[config.mk]
export PLATFORM = sky130hd
export DESIGN_NAME = mac_top
export DESIGN_NICKNAME = d
export VERILOG_FILES = /design/src/source/mac_pkg.sv /design/src/source/mac_engine.sv /design/src/source/mac_top.sv /design/src/source/math_mult_18.sv /design/src/source/operand_fifo.sv /design/src/source/operand_receiver.sv /design/src/source/result_sender.sv
export VERILOG_INCLUDE_DIRS = /design/src /design/src/source
export SDC_FILE = /design/constraint.sdc
export NUM_CORES = 2
export LEC_CHECK = 0
export BUFFER_PORTS_ARGS = -buffer_cell sky130_fd_sc_hd__buf_4
export CORE_MARGIN = 2
export CORE_UTILIZATION = 60
export CTS_CLUSTER_SIZE = 14
export DETAILED_ROUTE_END_ITERATION = 8
export GPL_TIMING_DRIVEN = 1
export PLACE_DENSITY_LB_ADDON = 0.05
export SLEW_MARGIN = 25
export SYNTH_ARGS = -nofsm -noshare
export SYNTH_HDL_FRONTEND = slang
export SYNTH_HIERARCHICAL = 1
export SYNTH_SLANG_ARGS = --single-unit
export TNS_END_PERCENT = 10
[constraint.sdc]
create_clock -name clk -period 9.3 [get_ports clk]
set_clock_uncertainty 0.05 [all_clocks]
set_input_delay 0.465 -clock clk [delete_from_list [all_inputs] [get_ports clk]]
set_output_delay 0.465 -clock clk [all_outputs]
set_load 0.03 [all_outputs]
[src/source/mac_settings.svh]
////////////////////////////////////////////////////////////////////////////
// mac settings
// operand, product and accumulator widths plus operand FIFO depth
////////////////////////////////////////////////////////////////////////////

`ifndef MAC_SETTINGS_SVH
`define MAC_SETTINGS_SVH

// multiplier operand widths, signed
`define MAC_DINA_W 25
`define MAC_DINB_W 18

// full product of a and b
`define MAC_PROD_W 43

// accumulator and result width
`define MAC_ACC_W 48

// command entries held between receiver and engine
`define MAC_FIFO_DEPTH 4

`endif

[src/source/mac_pkg.sv]
////////////////////////////////////////////////////////////////////////////
// mac package
// opcode, command and result types, handshake states
////////////////////////////////////////////////////////////////////////////

`default_nettype none

`include "mac_settings.svh"

package mac_pkg;

  // opcodes
  typedef enum logic {
    OP_MUL = 1'b0,
    OP_MAC = 1'b1
  } mac_op_e;

  // command as seen on the input port and in the FIFO
  typedef struct packed {
    mac_op_e                       op;
    logic signed [`MAC_DINA_W-1:0] dina;
    logic signed [`MAC_DINB_W-1:0] dinb;
  } mac_cmd_t;

  // result as returned on the output port
  typedef struct packed {
    mac_op_e                      op;
    logic signed [`MAC_ACC_W-1:0] acc;
  } mac_result_t;

  // four-phase handshake states, shared by receiver and sender
  typedef enum logic [1:0] {
    IDLE         = 2'd0,
    WAIT_DROP    = 2'd1,
    WAIT_ACK_LOW = 2'd2
  } hs_state_e;

endpackage

`default_nettype wire

[src/source/mac_engine.sv]
////////////////////////////////////////////////////////////////////////////
// MAC engine
// pops commands into the multiplier and accumulates products by opcode
////////////////////////////////////////////////////////////////////////////

`timescale 1ns/1ps
`default_nettype none

`include "mac_settings.svh"

module mac_engine (
  input  wire logic              clk,
  input  wire logic              arst_n,
  input  wire mac_pkg::mac_cmd_t pop_data,
  input  wire logic              empty,
  output logic                   pop,
  output logic                   res_valid,
  output mac_pkg::mac_result_t   res_data,
  input  wire logic              res_busy
);

  import mac_pkg::*;

  logic                          ena;
  logic signed [`MAC_PROD_W-1:0] prod;
  logic signed [`MAC_ACC_W-1:0]  prod_ext;
  logic signed [`MAC_ACC_W-1:0]  acc;
  logic [2:0]                    vld_pipe;
  mac_op_e                       op_pipe [3];
  mac_op_e                       res_op;

  // whole pipeline stalls while a result waits on the sender
  assign ena = !(res_valid && res_busy);
  assign pop = !empty && ena;

  math_mult_18 u_mult (
    .clk    (clk),
    .arst_n (arst_n),
    .ena    (ena),
    .dina   (pop_data.dina),
    .dinb   (pop_data.dinb),
    .dout   (prod)
  );

  assign prod_ext = {{(`MAC_ACC_W - `MAC_PROD_W){prod[`MAC_PROD_W-1]}}, prod};

  ////////////////////////////////////////////////////////////////////////////
  // shadow pipeline, one slot per multiplier stage
  ////////////////////////////////////////////////////////////////////////////

  always_ff @(posedge clk or negedge arst_n) begin
    if (!arst_n) begin
      vld_pipe  <= '0;
      res_valid <= 1'b0;
      acc       <= '0;
    end else if (ena) begin
      vld_pipe  <= {vld_pipe[1:0], pop};
      res_valid <= vld_pipe[2];
      if (vld_pipe[2]) begin
        // mul restarts the sum, mac adds onto it
        acc <= (op_pipe[2] == OP_MUL) ? prod_ext : acc + prod_ext;
      end
    end
  end

  // opcode travels beside the product
  always_ff @(posedge clk) begin
    if (ena) begin
      op_pipe[0] <= pop_data.op;
      op_pipe[1] <= op_pipe[0];
      op_pipe[2] <= op_pipe[1];
      res_op     <= op_pipe[2];
    end
  end

  assign res_data = '{op: res_op, acc: acc};

endmodule

`default_nettype wire

[src/source/mac_top.sv]
////////////////////////////////////////////////////////////////////////////
// MAC unit top level
// receiver, operand FIFO, engine and result sender
////////////////////////////////////////////////////////////////////////////

`timescale 1ns/1ps
`default_nettype none

module mac_top (
  input  wire logic                 clk,
  input  wire logic                 arst_n,

  // command port
  input  wire logic                 cmd_req,
  input  wire mac_pkg::mac_cmd_t    cmd,
  output logic                      cmd_ack,

  // result port
  output logic                      res_req,
  output mac_pkg::mac_result_t      res,
  input  wire logic                 res_ack
);

  import mac_pkg::*;

  // receiver to FIFO
  logic        push;
  mac_cmd_t    push_data;
  logic        full;

  // FIFO to engine
  logic        pop;
  mac_cmd_t    pop_data;
  logic        empty;

  // engine to sender
  logic        res_valid;
  mac_result_t res_data;
  logic        res_busy;

  operand_receiver u_receiver (
    .clk       (clk),
    .arst_n    (arst_n),
    .cmd_req   (cmd_req),
    .cmd       (cmd),
    .cmd_ack   (cmd_ack),
    .full      (full),
    .push      (push),
    .push_data (push_data)
  );

  operand_fifo u_fifo (
    .clk       (clk),
    .arst_n    (arst_n),
    .push      (push),
    .push_data (push_data),
    .full      (full),
    .pop       (pop),
    .pop_data  (pop_data),
    .empty     (empty)
  );

  mac_engine u_engine (
    .clk       (clk),
    .arst_n    (arst_n),
    .pop_data  (pop_data),
    .empty     (empty),
    .pop       (pop),
    .res_valid (res_valid),
    .res_data  (res_data),
    .res_busy  (res_busy)
  );

  result_sender u_sender (
    .clk       (clk),
    .arst_n    (arst_n),
    .res_valid (res_valid),
    .res_data  (res_data),
    .res_busy  (res_busy),
    .res_req   (res_req),
    .res       (res),
    .res_ack   (res_ack)
  );

endmodule

`default_nettype wire

[src/source/math_mult_18.sv]
////////////////////////////////////////////////////////////////////////////
// single 25x18 signed multiplier
// clock enable, 3 cycles latency, registered output
////////////////////////////////////////////////////////////////////////////

`timescale 1ns/1ps
`default_nettype none

`include "mac_settings.svh"

module math_mult_18 (
  input  wire logic                          clk,
  input  wire logic                          arst_n,
  input  wire logic                          ena,

  // input operands
  input  wire logic signed [`MAC_DINA_W-1:0] dina,
  input  wire logic signed [`MAC_DINB_W-1:0] dinb,

  // product
  output logic signed [`MAC_PROD_W-1:0]      dout
);

  logic signed [`MAC_DINA_W-1:0] a_r;
  logic signed [`MAC_DINB_W-1:0] b_r;
  logic signed [`MAC_PROD_W-1:0] m_r;
  logic signed [`MAC_PROD_W-1:0] p_r;

  ////////////////////////////////////////////////////////////////////////////
  // A/B, M and P stages, all held while ena is low
  ////////////////////////////////////////////////////////////////////////////

  always_ff @(posedge clk or negedge arst_n) begin
    if (!arst_n) begin
      a_r <= '0;
      b_r <= '0;
      m_r <= '0;
      p_r <= '0;
    end else if (ena) begin
      a_r <= dina;
      b_r <= dinb;
      // 25 + 18 bits, no growth beyond the product width
      m_r <= a_r * b_r;
      p_r <= m_r;
    end
  end

  assign dout = p_r;

endmodule

`default_nettype wire

[src/source/operand_fifo.sv]
////////////////////////////////////////////////////////////////////////////
// operand FIFO
// circular command buffer, registered entries, no fall-through
////////////////////////////////////////////////////////////////////////////

`timescale 1ns/1ps
`default_nettype none

`include "mac_settings.svh"

module operand_fifo (
  input  wire logic              clk,
  input  wire logic              arst_n,
  input  wire logic              push,
  input  wire mac_pkg::mac_cmd_t push_data,
  output logic                   full,
  input  wire logic              pop,
  output mac_pkg::mac_cmd_t      pop_data,
  output logic                   empty
);

  import mac_pkg::*;

  localparam int PTR_W = $clog2(`MAC_FIFO_DEPTH);
  localparam int CNT_W = $clog2(`MAC_FIFO_DEPTH + 1);

  mac_cmd_t         mem [`MAC_FIFO_DEPTH];
  logic [PTR_W-1:0] wr_ptr;
  logic [PTR_W-1:0] rd_ptr;
  logic [CNT_W-1:0] count;
  logic             do_push;
  logic             do_pop;

  assign do_push = push && !full;
  assign do_pop  = pop && !empty;

  assign full     = (count == CNT_W'(`MAC_FIFO_DEPTH));
  assign empty    = (count == '0);
  assign pop_data = mem[rd_ptr];

  // storage
  always_ff @(posedge clk) begin
    if (do_push) begin
      mem[wr_ptr] <= push_data;
    end
  end

  // pointers and fill level
  always_ff @(posedge clk or negedge arst_n) begin
    if (!arst_n) begin
      wr_ptr <= '0;
      rd_ptr <= '0;
      count  <= '0;
    end else begin
      if (do_push) begin
        wr_ptr <= (wr_ptr == PTR_W'(`MAC_FIFO_DEPTH - 1)) ? '0 : wr_ptr + 1'b1;
      end
      if (do_pop) begin
        rd_ptr <= (rd_ptr == PTR_W'(`MAC_FIFO_DEPTH - 1)) ? '0 : rd_ptr + 1'b1;
      end
      case ({do_push, do_pop})
        2'b10:   count <= count + 1'b1;
        2'b01:   count <= count - 1'b1;
        default: count <= count;
      endcase
    end
  end

endmodule

`default_nettype wire

[src/source/operand_receiver.sv]
////////////////////////////////////////////////////////////////////////////
// operand receiver
// four-phase req/ack slave, writes each command once into the FIFO
////////////////////////////////////////////////////////////////////////////

`timescale 1ns/1ps
`default_nettype none

module operand_receiver (
  input  wire logic              clk,
  input  wire logic              arst_n,
  input  wire logic              cmd_req,
  input  wire mac_pkg::mac_cmd_t cmd,
  output logic                   cmd_ack,
  input  wire logic              full,
  output logic                   push,
  output mac_pkg::mac_cmd_t      push_data
);

  import mac_pkg::*;

  hs_state_e state;
  logic      req_sync;
  logic      load;

  // new request seen, nothing pending, room in the FIFO
  assign load = (state == IDLE) && req_sync && !push && !full;

  always_ff @(posedge clk or negedge arst_n) begin
    if (!arst_n) begin
      req_sync <= 1'b0;
      state    <= IDLE;
      push     <= 1'b0;
      cmd_ack  <= 1'b0;
    end else begin
      req_sync <= cmd_req;
      case (state)
        IDLE: begin
          if (load) begin
            push <= 1'b1;
          end else if (push && !full) begin
            // write taken this cycle, acknowledge afterwards
            push    <= 1'b0;
            cmd_ack <= 1'b1;
            state   <= WAIT_DROP;
          end
        end
        WAIT_DROP: begin
          if (!req_sync) begin
            cmd_ack <= 1'b0;
            state   <= IDLE;
          end
        end
        default: begin
          state <= IDLE;
        end
      endcase
    end
  end

  // command is stable while cmd_req is high
  always_ff @(posedge clk) begin
    if (load) begin
      push_data <= cmd;
    end
  end

endmodule

`default_nettype wire

[src/source/result_sender.sv]
////////////////////////////////////////////////////////////////////////////
// result sender
// four-phase req/ack master, one result held until acknowledged
////////////////////////////////////////////////////////////////////////////

`timescale 1ns/1ps
`default_nettype none

module result_sender (
  input  wire logic                 clk,
  input  wire logic                 arst_n,
  input  wire logic                 res_valid,
  input  wire mac_pkg::mac_result_t res_data,
  output logic                      res_busy,
  output logic                      res_req,
  output mac_pkg::mac_result_t      res,
  input  wire logic                 res_ack
);

  import mac_pkg::*;

  hs_state_e state;
  logic      ack_sync;
  logic      accept;

  assign res_busy = (state != IDLE);
  assign accept   = res_valid && !res_busy;

  always_ff @(posedge clk or negedge arst_n) begin
    if (!arst_n) begin
      ack_sync <= 1'b0;
      state    <= IDLE;
      res_req  <= 1'b0;
    end else begin
      ack_sync <= res_ack;
      case (state)
        IDLE: begin
          if (accept) begin
            res_req <= 1'b1;
            state   <= WAIT_DROP;
          end
        end
        // req up, wait for the sink to answer
        WAIT_DROP: begin
          if (ack_sync) begin
            res_req <= 1'b0;
            state   <= WAIT_ACK_LOW;
          end
        end
        WAIT_ACK_LOW: begin
          if (!ack_sync) begin
            state <= IDLE;
          end
        end
        default: begin
          state <= IDLE;
        end
      endcase
    end
  end

  always_ff @(posedge clk) begin
    if (accept) begin
      res <= res_data;
    end
  end

endmodule

`default_nettype wire

==> impl_metrics.yaml <==
timing:
  finalCriticalPeriod_ps: 7270
  rsz0062_at_grt: "no"
  slew_viol_final: 0
  setup_tns_ps: 0
  timing.hold.ws_ps: 373
  fin_crit_sh: 0.781
  fmax_ghz: 0.138
  tightest_slew_ps: 1070
  setup_violations: 0
  relSlewSlack: 0.288
  finalHoldViolations: 0
detailed_routing:
  antenna_left: 0
  drc_errors: 0
  wl_um: 77000
  vias: 22299
  drtPass1Iterations: 5
  viasPerCell: 5.56
  drtIter0Drc: 1258
  avgRoutedWirePerCell_um: 19.2
cts:
  clk_latency_ps: 610
  cts_root_buf: "clkbuf_16"
  path_clk_slew_ps: 60
  numCtsBuffers: 49
  clock_sinks: 468
  htreeDepth: 2
  cts_tree: "done"
  clock_path_buffers: 3
  post-cts-setup-buffers: 0
die:
  core_area_um2: 59000
  die_h_um: 248
  die_area_um2: 61700
  start_util: 0.607
  rows: 89
  die_x_um: 248
  io_pins: 99
finish:
  final_util: 0.663
  fin_nets: 3852
  final_layout_size_suffix_gt1_frac: 0.123
  multi_input_area_um2: 20100
  syn_to_final_growth_pct: 9.20
  fill_cells: 4408
  n_antenna_cell: 0
  layout.area.seq_um2: 13100
global_routing:
  grt_pass1_wl_um: 126000
  track_usage: 0.263
  antenna_found_initial: 1
  overflow: 0
  grt_max_degree: 84
  grt_pass1_vias: 23937
setup_path:
  cp-start-kind: "register"
  critPathArrivalTime_ps: 7690
  worstRegToRegCells: 20
  cp_max_fo: 26
  critPathSlowestCell: "dfrtp_1"
  crit_start: "u_engine/u_mult/b_r[3]$_DFFE_PN0P_"
  worstPathCellList: "nand2_1, fa_1, fa_1, fa_1, fa_1, inv_1, fa_1, inv_1, fa_1, inv_1, ha_1, nand3_1, nor2_1, a21o_1, o41ai_1, o21ai_1, a21oi_1, o21ai_0, xor2_1, mux2_2"
  r2r-end: "u_engine/u_mult/m_r[28]$_DFFE_PN0P_"
  cp-end-kind: "register"
  worstPathRequired_ps: 9720
  worst-path-stages: 20
  endpoint: "u_engine/u_mult/m_r[28]$_DFFE_PN0P_"
  cp_common_cell: "fa_1"
  critPathMaxStageDelay_ps: 950
  r2r_slack_ps: 2030
  cpLargestDelayFamily: "adder cells"
  timing.rr.start: "u_engine/u_mult/b_r[3]$_DFFE_PN0P_"
  crit_buf_inv: 3
  path_class: "reg2reg"
synthesis:
  synth.avg_cell_area_um2: 11.4
  synthCells: 3134
  seq_area_frac_synth: 0.365
  synth_cell_type_count: 84
  synth_ff_type: "edfxtp_1"
  ys_ff_latch: 468
  synth_edf_count: 273
  yosys_warnings: 6
  async_reset_ff_frac: 0.417
  synth_fp_nets: 3785
  syn-cell-area_um2: 35800
worst_hold_path:
  min_from: "u_engine/res_op$_DFFE_PN_"
  min_path_type: "reg2reg"
placed_design:
  port_buffers: 98
  place_congestion: 0.905
  place_hpwl_um: 56900
status:
  outcome: "finished, final reports clean"
flow_run:
  maxCapViolCount: 0
[through the flow]
stage / cell area, um^2 / setup slack [ps] / cells
after floorplan: 35800 / 2890 / 3134
after global placement: 37100 / 2210 / 3876
after detailed placement: 37100 / 2090 / 3876
after CTS: 39100 / 2070 / 4013
after global routing: 39100 / 1650 / 4013
final: 39100 / 2030 / 4013
[per-layer routing]
layer	global-route usage	share of wire
met1	0.373	0.45
met2	0.424	0.47
met3	0.0471	0.062
met4	0.0725	0.023
met5	0	0
[cell usage in the layout (no fill, tap or decap), types with 18 or more instances in the layout]
cell,instances
mux4_2,38
dfrtp_1,190
fa_1,443
a21oi_1,114
mux2_2,120
buf_4,116
dlygate4sd3_1,47
mux2i_1,21
nor2_1,81
edfxtp_1,273
clkbuf_16,49
nor3_1,19
inv_1,539
nand3_1,24
o21ai_0,83
xnor2_1,49
nand2_1,354
and2_1,166
ha_1,160
a21o_1,43
xor2_1,26
o21a_1,18
[cells by family after synthesis]
family / share of synthesized area
AOI/OAI and AO/OA: 0.0679
xor gates and xnor gates: 0.0183
adders and majority gates: 0.303
buffers and inverters: 0.0747
DFF: 0.365
muxes: 0.0726
and+or+nand+nor: 0.0981
[registers in the layout, indices dropped and copies added (netlist names), 18 cells and up]
register / count
u_engine/u_mult/b_r: 18
u_engine/u_mult/dout: 43
u_sender/res: 49
u_engine/acc: 48
u_engine/u_mult/m_r: 43
u_engine/u_mult/a_r: 25
u_fifo/mem: 176
u_receiver/push_data: 44
[layout make-up]
class	count	share of cell area
multi-input cells	1979	0.514
clock buffers	69	0.0348
clock inverters	21	0.00579
inverters	539	0.0517
flip-flops and latches	468	0.334
repair buffers	164	0.0346
well taps	773	0.0247
[how the worst min path moves through the flow]
| stage | to | cells past startpoint |
|---|---|---|
| 4_1_cts | u_sender/res[48]$_DFFE_PP_ | 0 |
| 2_1_floorplan | u_engine/acc[0]$_DFFE_PN0P_ | 0 |
| 3_5_place_dp | u_sender/res[48]$_DFFE_PP_ | 0 |
| 5_1_grt | u_sender/res[48]$_DFFE_PP_ | 0 |
| 6_report | u_sender/res[48]$_DFFE_PP_ | 0 |
| 3_3_place_gp | u_sender/res[48]$_DFFE_PP_ | 0 |
[cells in the mapped netlist (7+ instances only)]
library cell / number / area, um^2
nand4_1: 15 / 93.8
buf_2: 9 / 45.0
dfrtp_1: 195 / 4880
and2_1: 170 / 1060
mux2i_1: 21 / 210
ha_1: 160 / 2000
nor2b_1: 14 / 87.6
nor3_1: 19 / 95.1
o21ai_1: 9 / 45.0
a21oi_1: 114 / 571
a31oi_1: 14 / 87.6
mux2_2: 120 / 1350
nor2_1: 82 / 308
o21a_1: 18 / 135
nand2_1: 356 / 1340
and3_1: 17 / 106
o211ai_1: 7 / 52.6
a211oi_1: 9 / 67.6
xor2_1: 26 / 228
o21bai_1: 10 / 75.1
mux4_2: 38 / 856
fa_1: 443 / 8870
o21ai_0: 83 / 415
inv_1: 539 / 2020
xnor2_1: 49 / 429
edfxtp_1: 273 / 8200
nand2b_1: 17 / 106
clkbuf_1: 127 / 477
a21o_1: 43 / 323
nand3_1: 24 / 120
[what timing repair did]
item,4_1_cts,5_1_grt
gates resized for setup,0,0
setup endpoints to repair,0,0
hold buffers,47,0
endpoints found under the hold margin,128,0
Power is not shown: default switching activity piles up to over one toggle a cycle in this logic, so the estimate is an artifact.
